==> config.mk <==
export PLATFORM = sky130hd
export DESIGN_NAME = nntp_scan_top
export DESIGN_NICKNAME = d
export VERILOG_FILES = /design/src/hdl/nids_pkg.sv /design/src/hdl/nntp_dfa.sv /design/src/hdl/nntp_scan_top.sv /design/src/hdl/rule_slot.sv /design/src/hdl/stream_ctx_regs.sv
export SDC_FILE = /design/constraint.sdc
export NUM_CORES = 1
export LEC_CHECK = 0
export BUFFER_PORTS_ARGS = -buffer_cell sky130_fd_sc_hd__clkbuf_2
export CAP_MARGIN = 20
export CORE_MARGIN = 4
export CORE_UTILIZATION = 62
export CTS_CLUSTER_DIAMETER = 100
export CTS_CLUSTER_SIZE = 10
export DETAILED_ROUTE_END_ITERATION = 6
export GPL_TIMING_DRIVEN = 0
export HOLD_SLACK_MARGIN = 0.08
export PLACE_DENSITY = 0.79
export SETUP_SLACK_MARGIN = 0.02
export SYNTH_ARGS = -nofsm -noshare
export SYNTH_HDL_FRONTEND = slang
export SYNTH_SLANG_ARGS = --single-unit
==> constraint.sdc <==
create_clock -name clk -period 3.66 [get_ports clk]
set_input_delay 0.549 -clock clk [delete_from_list [all_inputs] [get_ports clk]]
set_output_delay 0.549 -clock clk [all_outputs]
set_load 0.005 [all_outputs]
==> src/hdl/nids_pkg.sv <==
package nids_pkg;

   // Payload byte width
   localparam int BYTE_W = 8;

   // Stream number width and the number of streams it addresses
   localparam int STREAM_ID_W = 6;
   localparam int STREAM_COUNT = 1 << STREAM_ID_W;

   // Shared packet-match counter width
   localparam int COUNT_W = 16;

   // Matcher state width, also the width of one state memory entry
   localparam int STATE_W = 4;

   // Rule pattern, first character in the top byte
   localparam int PATTERN_LEN = 8;
   localparam logic [PATTERN_LEN*BYTE_W-1:0] PATTERN = "authinfo";

   // Bit that separates upper and lower case ASCII letters
   localparam logic [BYTE_W-1:0] CASE_BIT = 8'h20;

   typedef logic [BYTE_W-1:0]      byte_t;
   typedef logic [STREAM_ID_W-1:0] stream_id_t;

   // Wraps silently
   typedef logic [COUNT_W-1:0] match_count_t;

   // Number of pattern bytes seen so far, S_O is a complete match
   typedef enum logic [STATE_W-1:0] {
      S_IDLE, S_A, S_U, S_T, S_H, S_I, S_N, S_F, S_O
   } dfa_state_t;

   // Packet framing strobes with the stream they belong to
   typedef struct packed {
      logic       load_state;
      logic       eop;
      stream_id_t stream_id;
   } pkt_ctl_t;

   // One payload byte
   typedef struct packed {
      logic  vld;
      byte_t data;
   } char_beat_t;

   // Software write of one stream enable bit
   typedef struct packed {
      logic       wr;
      stream_id_t stream_id;
      logic       enable;
   } cfg_wr_t;

endpackage

==> src/hdl/nntp_dfa.sv <==
`timescale 1ns/10ps

module nntp_dfa import nids_pkg::*;
(
   input  logic       clk,
   input  logic       rst_n,
   input  char_beat_t char_in,
   input  dfa_state_t state_in,
   input  logic       state_in_vld,
   output dfa_state_t state_out,
   output logic       accept
);

   // Byte after case folding
   byte_t folded;

   // Prefix length the incoming byte is compared against
   dfa_state_t base;

   // Next state and accept for the current byte
   dfa_state_t state_d;
   logic       accept_d;

   // Pattern character expected after pos bytes have matched
   function automatic byte_t pattern_byte(input dfa_state_t pos);
      int unsigned idx;
      idx = PATTERN_LEN - 1 - pos;
      return PATTERN[idx*BYTE_W +: BYTE_W];
   endfunction

   // ASCII upper case to lower case, other bytes pass unchanged
   function automatic byte_t to_lower(input byte_t c);
      byte_t r;
      r = c;
      if ((c >= "A") && (c <= "Z"))
         r = c | CASE_BIT;
      return r;
   endfunction

   always_comb
   begin
      folded = to_lower(char_in.data);
      // After a full match the next byte starts from an empty prefix
      base = (state_out == S_O) ? S_IDLE : state_out;
      accept_d = 1'b0;
      if (folded == pattern_byte(base))
      begin
         // Extend the prefix by one byte
         state_d = dfa_state_t'(base + STATE_W'(1));
         // Last character consumed, flag a match
         accept_d = (base == S_F);
      end
      else if (folded == pattern_byte(S_IDLE))
         // Mismatch on "a" already starts a new prefix
         state_d = S_A;
      else
         state_d = S_IDLE;
   end

   // State register, a load from the save memory wins over a beat
   always_ff @(posedge clk)
   begin
      if (!rst_n)
      begin
         state_out <= S_IDLE;
         accept    <= 1'b0;
      end
      else if (state_in_vld)
      begin
         state_out <= state_in;
         accept    <= 1'b0;
      end
      else if (char_in.vld)
      begin
         state_out <= state_d;
         // One-cycle pulse after the completing byte
         accept    <= accept_d;
      end
      else
      begin
         accept <= 1'b0;
      end
   end

endmodule

==> src/hdl/nntp_scan_top.sv <==
`timescale 1ns/10ps

module nntp_scan_top import nids_pkg::*;
(
   input  logic         clk,
   input  logic         rst_n,
   input  pkt_ctl_t     pkt,
   input  char_beat_t   beat,
   input  cfg_wr_t      cfg,
   output match_count_t match_count,
   output logic         fired
);

   // Lookups for the stream on the packet bus
   logic enable;
   logic new_stream;

   // Stream marked as seen at an enabled eop
   logic commit;

   // Matcher state load path and result
   dfa_state_t state_in;
   logic       state_in_vld;
   dfa_state_t state_out;
   logic       accept;

   // Per-stream enable and seen bits
   stream_ctx_regs i_stream_ctx_regs (
      .clk        (clk),
      .rst_n      (rst_n),
      .cfg        (cfg),
      .stream_id  (pkt.stream_id),
      .commit     (commit),
      .enable     (enable),
      .new_stream (new_stream)
   );

   // Save/restore memory, match flag and counter
   rule_slot i_rule_slot (
      .clk          (clk),
      .rst_n        (rst_n),
      .pkt          (pkt),
      .enable       (enable),
      .new_stream   (new_stream),
      .state_out    (state_out),
      .accept       (accept),
      .state_in     (state_in),
      .state_in_vld (state_in_vld),
      .commit       (commit),
      .match_count  (match_count),
      .fired        (fired)
   );

   // Pattern automaton on the payload beats
   nntp_dfa i_nntp_dfa (
      .clk          (clk),
      .rst_n        (rst_n),
      .char_in      (beat),
      .state_in     (state_in),
      .state_in_vld (state_in_vld),
      .state_out    (state_out),
      .accept       (accept)
   );

endmodule

==> src/hdl/rule_slot.sv <==
`timescale 1ns/10ps

module rule_slot import nids_pkg::*;
(
   input  logic         clk,
   input  logic         rst_n,
   input  pkt_ctl_t     pkt,
   input  logic         enable,
   input  logic         new_stream,
   input  dfa_state_t   state_out,
   input  logic         accept,
   output dfa_state_t   state_in,
   output logic         state_in_vld,
   output logic         commit,
   output match_count_t match_count,
   output logic         fired
);

   // Matcher progress saved at the end of each enabled packet
   dfa_state_t state_mem [STREAM_COUNT];

   // End of a packet on an enabled stream
   assign commit = pkt.eop & enable;

   // State save
   always_ff @(posedge clk)
   begin
      if (commit)
      begin
         // Lets a pattern span two packets of one stream
         state_mem[pkt.stream_id] <= state_out;
      end
   end

   // State restore at packet start
   always_ff @(posedge clk)
   begin
      if (pkt.load_state)
      begin
         // New stream starts from the empty prefix
         if (new_stream)
            state_in <= S_IDLE;
         else
            state_in <= state_mem[pkt.stream_id];
      end
   end

   // Load strobe to the matcher, one cycle after load_state
   always_ff @(posedge clk)
   begin
      if (!rst_n)
         state_in_vld <= 1'b0;
      else
         state_in_vld <= pkt.load_state;
   end

   // Per-packet match flag and the shared counter
   always_ff @(posedge clk)
   begin
      if (!rst_n)
      begin
         match_count <= '0;
         fired       <= 1'b0;
      end
      else
      begin
         // Fresh packet, nothing matched yet
         if (pkt.load_state)
            fired <= 1'b0;

         // Any occurrence in the packet sets the flag
         if (accept)
            fired <= 1'b1;

         if (commit)
         begin
            // At most one count per packet
            match_count <= match_count + match_count_t'(fired);
         end
         else if (pkt.eop)
         begin
            // Disabled stream, the match is dropped
            fired <= 1'b0;
         end
      end
   end

endmodule

==> src/hdl/stream_ctx_regs.sv <==
`timescale 1ns/10ps

module stream_ctx_regs import nids_pkg::*;
(
   input  logic       clk,
   input  logic       rst_n,
   input  cfg_wr_t    cfg,
   input  stream_id_t stream_id,
   input  logic       commit,
   output logic       enable,
   output logic       new_stream
);

   // Rule enable per stream, written by software
   logic [STREAM_COUNT-1:0] enable_bits;

   // Set once a stream has saved matcher state
   logic [STREAM_COUNT-1:0] seen_bits;

   // Enable bitmap
   always_ff @(posedge clk)
   begin
      if (!rst_n)
      begin
         // All streams start disabled
         enable_bits <= '0;
      end
      else if (cfg.wr)
      begin
         // Write lands on the next edge
         enable_bits[cfg.stream_id] <= cfg.enable;
      end
   end

   // Seen bitmap
   always_ff @(posedge clk)
   begin
      if (!rst_n)
      begin
         // Every stream is new again after reset
         seen_bits <= '0;
      end
      else if (commit)
      begin
         // State was just saved for this stream
         seen_bits[stream_id] <= 1'b1;
      end
   end

   // Lookups for the stream on the packet bus
   always_comb
   begin
      enable = enable_bits[stream_id];
      // No saved state yet, the matcher must start empty
      new_stream = ~seen_bits[stream_id];
   end

endmodule

==> results of run 1 <==
worst max-delay path: stages:
cell,delay (ns)
clkbuf_2,0.15
buf_4,0.19
and2b_1,0.27
and2_0,0.27
clkbuf_1,0.76
clkbuf_1,0.80
a22oi_1,0.17
a31oi_1,0.43
nor4_1,0.15
a21oi_1,0.30
registers in the layout (all words and copies together) (netlist names):
signal / cells
i_rule_slot.state_in: 4
i_stream_ctx_regs.seen_bits: 64
i_rule_slot.state_in_vld: 1
i_rule_slot.match_count: 16
i_nntp_dfa.state_out: 4
i_stream_ctx_regs.enable_bits: 64
i_rule_slot.state_mem: 256
i_rule_slot.fired: 1
i_nntp_dfa.accept: 1
area by class of cell:
cell class / count / area share (%)
plain buffers: 116 / 2.85
clock buffers: 81 / 6.96
clock inverters: 4 / 0.187
inverters: 13 / 0.261
multi-input cells: 822 / 28.1
flip-flops and latches: 411 / 57.9
well taps: 335 / 2.24
repair buffers: 41 / 1.51
report_power, final:
group          internal [uW]  total [uW]  switching (uW)  leakage, uW
Clock                   2410        4190            1780     0.000637
Combinational            118         465             347      0.00170
Sequential              4920        4940            20.4      0.00381
Total                   7440        9590            2150      0.00614
how the worst max path moves through the flow:
stage / startpoint / to
after floorplan: i_nntp_dfa.state_out[1] / i_nntp_dfa.state_out[0]
after global placement: pkt[0] / i_rule_slot.state_in[1]
after detailed placement: pkt[0] / i_rule_slot.state_in[1]
after CTS: pkt[2] / i_rule_slot.state_in[1]
after global routing: pkt[0] / i_rule_slot.state_in[1]
final: pkt[0] / i_rule_slot.state_in[1]
metrics by stage:
step | utilization (%) | cells
after detailed placement | 66.0 | 1736
after global placement | 65.6 | 1732
final | 71.2 | 1823
after CTS | 71.1 | 1821
after floorplan | - | 1363
after global routing | 71.2 | 1823
layer usage:
layer | wire [um] | vias up | GRT usage (%) | share of wire [%]
li1 | - | 5491 | - | -
met1 | 17900 | 6223 | 44.7 | 36
met2 | 22400 | 993 | 51.3 | 45
met3 | 6700 | 197 | 9.35 | 14
met4 | 2490 | 0 | 13.9 | 5.0
met5 | 0 | - | 0 | 0
synthesized netlist by cell type, types with 7 or more instances:
library cell	instances	area, um^2
nor3b_1	9	67.6
a22oi_1	87	653
o31ai_1	7	52.6
nor4_1	9	56.3
a221oi_1	40	350
nand2_1	105	394
mux4_2	11	248
o21ai_0	37	185
nor3_1	74	370
nor2_1	38	143
edfxtp_1	260	7810
buf_2	26	130
nand3b_1	7	52.6
mux2i_1	18	180
clkbuf_1	74	278
nand3_1	49	245
inv_1	11	41.3
o21a_1	65	488
nand4_1	26	163
or4_1	8	60.1
and3_1	10	62.6
a21oi_1	87	435
a31oi_1	38	238
or3_1	7	43.8
a22o_1	37	324
buf_1	9	33.8
dfxtp_1	151	3020
cells by family after synthesis:
family | count (synthesis)
mux | 33
simple gates | 369
xor+xnor | 4
flops | 411
fa+ha+maj | 4
buf+inv | 130
compound gates | 412
==> metrics, run 1 <==
Synth Area in XOR/XNOR=0.210%; adder-cell area share of the yosys netlist=less than 1%; Final WS setup=-0.0525 ns; R2R depth=11; synthesized area per cell=12.2 um^2; Critical Path Fanout Max=10; worst hold slack=0.315 ns; Via density=7.08; Final Cycle Share=101%; Cell variety after synth=59; RR Startpoint=i_nntp_dfa.state_out[1]; power density over cell area=approximately 510 nW/um^2; post-route cell area=about 19000 um^2; Main synth FF type=edfxtp_1; Die W=172 um; Total GRT Usage=between 30% and 40%; Die Y=between 150 and 200 um; worst clock skew=between 0.02 and 0.03 ns; most common cell after layout, fill and taps aside=edfxtp_1; Vias=12900; Pins Over Slew Limit=0; H-tree depth=2; Tightest Pin Transition=between 1 and 1.5 ns; Layout Area Growth over Synthesis=12.4%; relative max-transition margin=a little under a quarter; register area share after synthesis=65.0%; hold path depth=1; Routed Antenna Nets=0; overall power=approximately 9600 uW; largest net degree at the start of global routing=41; setup bufs post-CTS=0; Cell Area, Synth=about 17000 um^2; violated checks=DRC, setup timing; share of cells above drive strength 1=between 10% and 20%; Initial Utilization=63.4%; mux contribution to synthesized area=2.84%; reg-to-reg setup timing slack=approximately 0.48 ns; drt pass-1 iters=7; CP Data Arrival Time=around 4.1 ns; post-synthesis simple-gate area fraction=11.2%; core area=between 20000 and 30000 um^2; vias in the first global route=between 10000 and 15000; CTS resizes=1; IO Count=44; cell area after placement=between 15000 and 20000 um^2; CTS Sinks=between 400 and 500; Ant. Diodes=0; die area=about 30000 um^2; RSZ-0062 raised after global routing=true; reg-to-reg endpoint=i_nntp_dfa.state_out[2]; first-pass GRT wire length=around 73 mm; clock buffer depth=3; post-synthesis compound-gate area fraction=approximately 17%; Yosys reg bits=411; final setup fails=2; port bufs=34; most frequent cells in the layout=260 x edfxtp_1, 147 x dfxtp_1, 105 x nand2_1; Worst Hold Launch=pkt[7]; overflow left after global routing=0; status=finished with violations; DRT iter0 DRCs=2037; Worst-Skew Late Latency=between 0.5 and 0.6 ns; Syn Inst Count=1363; DRC errors left=7; final setup TNS=-0.0881 ns; Async S/R FF share, synth=0%; Req. time, crit path=around 4.0 ns; largest family of logic cells by synthesized area=compound AO/OA/AOI/OAI gates; CTS clk-pin slew, worst paths=around 0.050 ns; Fmax=about 0.27 GHz; Rows=59; Leak=around 0.0061 uW; Hold Fails Final Rpt=0; hold-fix buffer count after cts=0; Final nets=approximately 1500; endpoint class of the critical path=register; Hold Path End=i_rule_slot.state_in[3]; fill count=~1800; CTS tree=built; routed wire length per instance=~27 um; maximum VDD drop=roughly 0.33 mV; Max Cap Viol=0; routability congestion estimate=0.939; syn_nets=around 1400; Seq. cell area=between 10000 and 15000 um^2; CP Class=in2reg; multi-input gate area in the final layout=around 5300 um^2; initial antenna violation count=0; min Tclk post-route=approximately 3.7 ns; Post-synth EDFFs=260; Num CTS Buffers=47; final WL=around 49 mm; synth warn=0; Worst Hold Class=in2reg; DP HPWL=32.4 mm; worst slack, placed=-0.671 ns; startpoint types=primary input; CTS root buffer=clkbuf_16
Note: power is estimated with default switching activity, not from simulation.
==> run 2, diff against run 1 <==
--- a/config.mk
+++ b/config.mk
@@ -8,13 +8,12 @@
 export BUFFER_PORTS_ARGS = -buffer_cell sky130_fd_sc_hd__clkbuf_2
 export CAP_MARGIN = 20
 export CORE_MARGIN = 4
-export CORE_UTILIZATION = 62
+export CORE_UTILIZATION = 45
 export CTS_CLUSTER_DIAMETER = 100
 export CTS_CLUSTER_SIZE = 10
 export DETAILED_ROUTE_END_ITERATION = 6
 export GPL_TIMING_DRIVEN = 0
 export HOLD_SLACK_MARGIN = 0.08
-export PLACE_DENSITY = 0.79
 export SETUP_SLACK_MARGIN = 0.02
 export SYNTH_ARGS = -nofsm -noshare
 export SYNTH_HDL_FRONTEND = slang
==> metrics, run 2 (synthesis results as in run 1) <==
final setup fails=0 (was 2); Die Y=200 um (was 172 um); Seq. cell area=10800 um^2 (unchanged); worst clock skew=0.0373 ns (was 0.0282 ns); Worst Hold Class=in2reg (unchanged); Tightest Pin Transition=1.12 ns (was 1.15 ns); Layout Area Growth over Synthesis=13.8% (was 12.4%); RR Startpoint=i_nntp_dfa.state_out[1] (unchanged); reg-to-reg setup timing slack=0.66 ns (was 0.48 ns); most common cell after layout, fill and taps aside=edfxtp_1 (unchanged); Leak=0.00618 uW (was 0.00614 uW); routability congestion estimate=0.896 (was 0.939); CTS tree=built (unchanged); status=completed (was finished with violations); Fmax=0.275 GHz (was 0.269 GHz); multi-input gate area in the final layout=5270 um^2 (was 5260 um^2); CTS clk-pin slew, worst paths=0.06 ns (was 0.05 ns); H-tree depth=2 (unchanged); CTS root buffer=clkbuf_16 (unchanged); clock power share=44.6% (was 43.7%); initial antenna violation count=0 (unchanged); port bufs=34 (unchanged); DRC errors left=0 (was 7); die area=40200 um^2 (was 29600 um^2); Non-Filler Instances=1958 (was 1823); Final Cycle Share=99.3% (was 101%); Post-Place Cells=1870 (was 1736); fill count=3209 (was 1783); drt pass-1 iters=5 (was 7); maximum VDD drop=0.352 mV (was 0.335 mV); Via density=6.29 (was 7.08); Die W=200 um (was 172 um); overall power=9760 uW (was 9590 uW); final WL=52.7 mm (was 49.5 mm); logic gate share of total power=4.9% (about the same); hold path depth=2 (was 1); Psw=2260 uW (was 2150 uW); internal power=7500 uW (was 7440 uW); Num CTS Buffers=47 (unchanged); overflow left after global routing=0 (unchanged); Pins Over Slew Limit=0 (unchanged); Max Cap Viol=0 (unchanged); min Tclk post-route=3.63 ns (was 3.71 ns); Total GRT Usage=25.6% (was 33.2%); CTS Sinks=411 (unchanged); Final nets=1485 (was 1483); Worst-Skew Late Latency=0.60 ns (was 0.56 ns); Req. time, crit path=4.05 ns (was 4.00 ns); largest net degree at the start of global routing=56 (was 41); max FFs per register=256 (unchanged); Initial Utilization=45.6% (was 63.4%); Most flops, register=i_rule_slot.state_mem (unchanged); endpoint class of the critical path=register (unchanged); clock buffer depth=3 (unchanged); startpoint types=primary input (unchanged); core area=36500 um^2 (was 26300 um^2); IO Count=44 (unchanged); Vias=12300 (was 12900); power density over cell area=515 nW/um^2 (was 512 nW/um^2); biggest regs=i_rule_slot.state_mem: 256 flops, i_stream_ctx_regs.enable_bits: 64 flops, i_stream_ctx_regs.seen_bits: 64 flops (unchanged); Hold Fails Final Rpt=0 (unchanged); DRT iter0 DRCs=1273 (was 2037); CP startpoint=pkt[0] (unchanged); Routed Antenna Nets=0 (unchanged); R2R depth=10 (was 11); Ant. Diodes=0 (unchanged); Rows=70 (was 59); routed wire length per instance=26.9 um (was 27.1 um); relative max-transition margin=25.4% (was 22.6%); most frequent cells in the layout=260 x edfxtp_1, 147 x dfxtp_1, 105 x nand2_1 (unchanged); CP Data Arrival Time=4.02 ns (was 4.05 ns); vias in the first global route=11900 (was 12100); RSZ-0062 raised after global routing=false (was true); fraction of power spent switching nets=23.1% (was 22.4%); share of cells above drive strength 1=10.7% (was 10.2%); Critical Path Fanout Max=10 (unchanged); Worst Hold Launch=pkt[6] (was pkt[7]); DP HPWL=35.0 mm (was 32.4 mm); first-pass GRT wire length=77.4 mm (was 73.0 mm); CP Class=in2reg (unchanged); share of power burned in registers=50.6% (was 51.5%)
[run 2: per-layer routing]
metal / routed length (um) / vias to the layer above / track usage (%)
li1: - / 5496 / -
met2: 24400 / 618 / 40.8
met1: 21200 / 6086 / 34.2
met5: 0 / - / 0
met3: 5240 / 123 / 7.11
met4: 1870 / 0 / 8.73
[run 2: power by group through the flow]
stage / clock network [uW] / logic, uW / registers, uW
2_1_floorplan: 0 / 248 / 5030
3_3_place_gp: 0 / 428 / 5060
3_5_place_dp: 0 / 462 / 5030
4_1_cts: 4390 / 463 / 4930
5_1_grt: 4580 / 502 / 4930
6_report: 4350 / 478 / 4930
[run 2: stage by stage]
stage | setup slack, ns | TNS (ns) | util, % | hold WS [ns] | instance area, um^2
global route | 0.0305 | 0 | 51.9 | 0.263 | 19000
CTS | 0.0294 | 0 | 51.8 | 0.231 | 18900
global placement | -0.808 | -5.31 | 47.7 | 0.441 | 17400
detailed placement | -0.745 | -2.68 | 48.0 | 0.447 | 17500
finish | 0.0268 | 0 | 51.9 | 0.253 | 19000
floorplan | 0.712 | 0 | - | 0.432 | 16700
[run 2: worst paths after layout]
| kind | to |
|---|---|
| worst max-delay path | i_rule_slot.state_in[3] |
| worst min-delay path | i_rule_slot.fired |
| worst max register to register | i_nntp_dfa.state_out[3] |
| worst min register to register | i_stream_ctx_regs.enable_bits[53] |
[run 2: what timing repair did]
action                                  4_1_cts  5_1_grt
endpoints found under the hold margin         0        0
gates resized for setup                       3       23
setup buffers                                 0        0
hold buffers                                  0        0
endpoints found under the setup margin        3        4
[run 2: cell type report]
type,instances,area share (%)
Clock buffer,82,7.01
Sequential cell,411,57.2
Multi-Input combinational cell,822,27.8
Clock inverter,3,0.310
Inverter,13,0.257
Buffer,116,2.82
Tap cell,468,3.09
Timing Repair Buffer,43,1.55
[run 2: critical path: stages]
cell	delay, ns
clkbuf_2	0.15
buf_4	0.19
buf_2	0.20
nor3_2	0.50
buf_2	0.43
buf_2	0.40
buf_2	0.44
a22oi_1	0.16
a31oi_1	0.58
nor4_1	0.11
a21oi_1	0.29
==> run 3, diff against run 2 <==
--- a/config.mk
+++ b/config.mk
@@ -14,7 +14,7 @@
 export DETAILED_ROUTE_END_ITERATION = 6
 export GPL_TIMING_DRIVEN = 0
 export HOLD_SLACK_MARGIN = 0.08
-export SETUP_SLACK_MARGIN = 0.02
+export SETUP_SLACK_MARGIN = 0.3
 export SYNTH_ARGS = -nofsm -noshare
 export SYNTH_HDL_FRONTEND = slang
 export SYNTH_SLANG_ARGS = --single-unit
==> metrics, run 3 (synthesis results as in run 1) <==
met3 Use GR=6.91% (was 7.11%); Worst Hold Class=in2reg (unchanged); Global Route met1 Usage=34.2% (about the same); Buffers & Inverters on Critical Path=5 (was 6); CTS tree=built (unchanged); CTS root buffer=clkbuf_16 (unchanged); post-route cell area=19000 um^2 (about the same); drt pass-1 iters=5 (unchanged); min Tclk post-route=3.37 ns (was 3.63 ns); routed wire length per instance=26.9 um (about the same); family with the most delay on the worst path=buffers and inverters (unchanged); cell area after placement=17500 um^2 (unchanged); Total GRT Usage=25.6% (unchanged); Die Y=200 um (unchanged); Critical Path Fanout Max=10 (unchanged); Vias=12300 (about the same); vias in the first global route=11900 (about the same); global routing usage on met2=40.7% (was 40.8%); CP Class=in2reg (unchanged); Layout Area Growth over Synthesis=14.0% (was 13.8%); Via density=6.28 (was 6.29); Die W=200 um (unchanged); max FFs per register=256 (unchanged); worst clock skew=0.0356 ns (was 0.0373 ns); Non-Filler Instances=1958 (unchanged); Rows=70 (unchanged); Tightest Pin Transition=1.13 ns (was 1.12 ns); Most flops, register=i_rule_slot.state_mem (unchanged); H-tree depth=2 (unchanged); power density over cell area=514 nW/um^2 (was 515 nW/um^2); startpoint types=primary input (unchanged); Leak=0.00620 uW (was 0.00618 uW); Pins Over Slew Limit=0 (unchanged); Hold Fails Final Rpt=0 (unchanged); final setup fails=0 (unchanged); die area=40200 um^2 (unchanged); Most Crowded Layer GR=met2 (unchanged); reg-to-reg endpoint=i_nntp_dfa.state_out[3] (unchanged); Critical Path Max Stage Delay=0.55 ns (was 0.58 ns); most frequent cells in the layout=260 x edfxtp_1, 147 x dfxtp_1, 105 x nand2_1 (unchanged); DP HPWL=35.0 mm (unchanged); core area=36500 um^2 (unchanged); Post-Place Cells=1870 (unchanged); RSZ-0062 raised after global routing=true (was false); CTS clk-pin slew, worst paths=0.06 ns (about the same); Routed Antenna Nets=0 (unchanged); clock buffer depth=3 (unchanged); Final nets=1485 (unchanged); maximum VDD drop=0.353 mV (was 0.352 mV); Levels on crit path=10 (was 11); RR Startpoint=i_nntp_dfa.state_out[1] (unchanged); largest net degree at the start of global routing=56 (unchanged); DRT iter0 DRCs=1269 (was 1273); status=completed (unchanged); routability congestion estimate=0.896 (unchanged); worst setup path end=i_rule_slot.state_in[2] (was i_rule_slot.state_in[3]); final WL=52.7 mm (about the same); reg-to-reg setup timing slack=0.67 ns (was 0.66 ns); first-pass GRT wire length=77.5 mm (was 77.4 mm); IO Count=44 (unchanged); Req. time, crit path=4.05 ns (about the same); biggest regs=i_rule_slot.state_mem: 256 flops, i_stream_ctx_regs.enable_bits: 64 flops, i_stream_ctx_regs.seen_bits: 64 flops (unchanged); share of cells above drive strength 1=11.2% (was 10.7%); Max Cap Viol=0 (unchanged); Ant. Diodes=0 (unchanged); overflow left after global routing=0 (unchanged); Slowest-stage cell, CP=clkdlybuf4s15_2 (was a31oi_1); initial antenna violation count=0 (unchanged); Final Cycle Share=92.2% (was 99.3%); endpoint class of the critical path=register (unchanged); fill count=3207 (was 3209); Initial Utilization=45.6% (unchanged); Critical Path, Cell by Cell=buf_6 -> buf_4 -> buf_2 -> nor3b_2 -> buf_2 -> clkdlybuf4s15_2 -> a22oi_1 -> a31oi_1 -> nor4_1 -> a21oi_1 (was clkbuf_2 -> buf_4 -> buf_2 -> nor3_2 -> buf_2 -> buf_2 -> buf_2 -> a22oi_1 -> a31oi_1 -> nor4_1 -> a21oi_1); R2R depth=10 (unchanged); DRC errors left=0 (unchanged); port bufs=34 (unchanged); most common cell after layout, fill and taps aside=edfxtp_1 (unchanged); CTS Sinks=411 (unchanged); Top cell by count, worst path=buf_2 (unchanged); CP startpoint=pkt[2] (was pkt[0]); Fmax=0.296 GHz (was 0.275 GHz); Num CTS Buffers=47 (unchanged); relative max-transition margin=24.6% (was 25.4%); Worst-Skew Late Latency=0.59 ns (was 0.60 ns); CP Data Arrival Time=3.76 ns (was 4.02 ns)
==> run 3: worst min-delay path by stage <==
| stage | startpoint | end | slack [ns] | cells after the start |
|---|---|---|---|---|
| after floorplan | i_stream_ctx_regs.enable_bits[1] | i_stream_ctx_regs.enable_bits[1] | 0.43 | 2 |
| after global placement | i_stream_ctx_regs.enable_bits[62] | i_stream_ctx_regs.enable_bits[62] | 0.44 | 2 |
| after detailed placement | i_stream_ctx_regs.enable_bits[53] | i_stream_ctx_regs.enable_bits[53] | 0.45 | 2 |
| after CTS | pkt[6] | i_rule_slot.fired | 0.23 | 2 |
| after global routing | pkt[7] | i_rule_slot.state_in[0] | 0.26 | 1 |
| final | pkt[6] | i_rule_slot.fired | 0.25 | 2 |
==> run 3: area by class of cell <==
| type | count | area (um^2) | area share, % |
|---|---|---|---|
| clock buffers | 82 | 1330 | 7.00 |
| well taps | 468 | 586 | 3.08 |
| multi-input cells | 822 | 5290 | 27.8 |
| clock inverters | 3 | 58.8 | 0.310 |
| plain buffers | 116 | 553 | 2.91 |
| flip-flops and latches | 411 | 10800 | 57.1 |
| repair buffers | 43 | 294 | 1.55 |
| inverters | 13 | 48.8 | 0.257 |
==> run 3: what timing repair did <==
action                     in CTS  in global routing
hold buffers                    0                  0
setup buffers                   0                  0
setup endpoints to repair       4                  4
resized for setup              19                  3
==> run 3: power by group <==
part | total (uW) | internal [uW] | leakage [uW] | switching, uW
clock network | 4340 | 2460 | 0.000657 | 1880
logic | 479 | 120 | 0.00173 | 359
registers | 4930 | 4920 | 0.00381 | 16.4
total | 9750 | 7500 | 0.00620 | 2250
==> run 3: metrics by stage <==
step           setup slack, ns  util (%)  setup TNS [ns]  power, uW  hold slack (ns)
2_1_floorplan            0.712         -               0       5280            0.432
3_3_place_gp            -0.808      47.7           -5.31       5480            0.441
3_5_place_dp            -0.745      48.0           -2.68       5490            0.447
4_1_cts                  0.357      51.9               0       9790            0.231
5_1_grt                  0.282      52.0               0      10000            0.263
6_report                 0.285      52.0               0       9750            0.246
==> run 3: metal layers <==
| layer | vias to the layer above | part of all wire [%] | routed length, um |
|---|---|---|---|
| met2 | 599 | 46 | 24200 |
| met4 | 0 | 3.9 | 2060 |
| li1 | 5490 | - | - |
| met1 | 6077 | 41 | 21500 |
| met5 | - | 0 | 0 |
| met3 | 126 | 9.3 | 4890 |
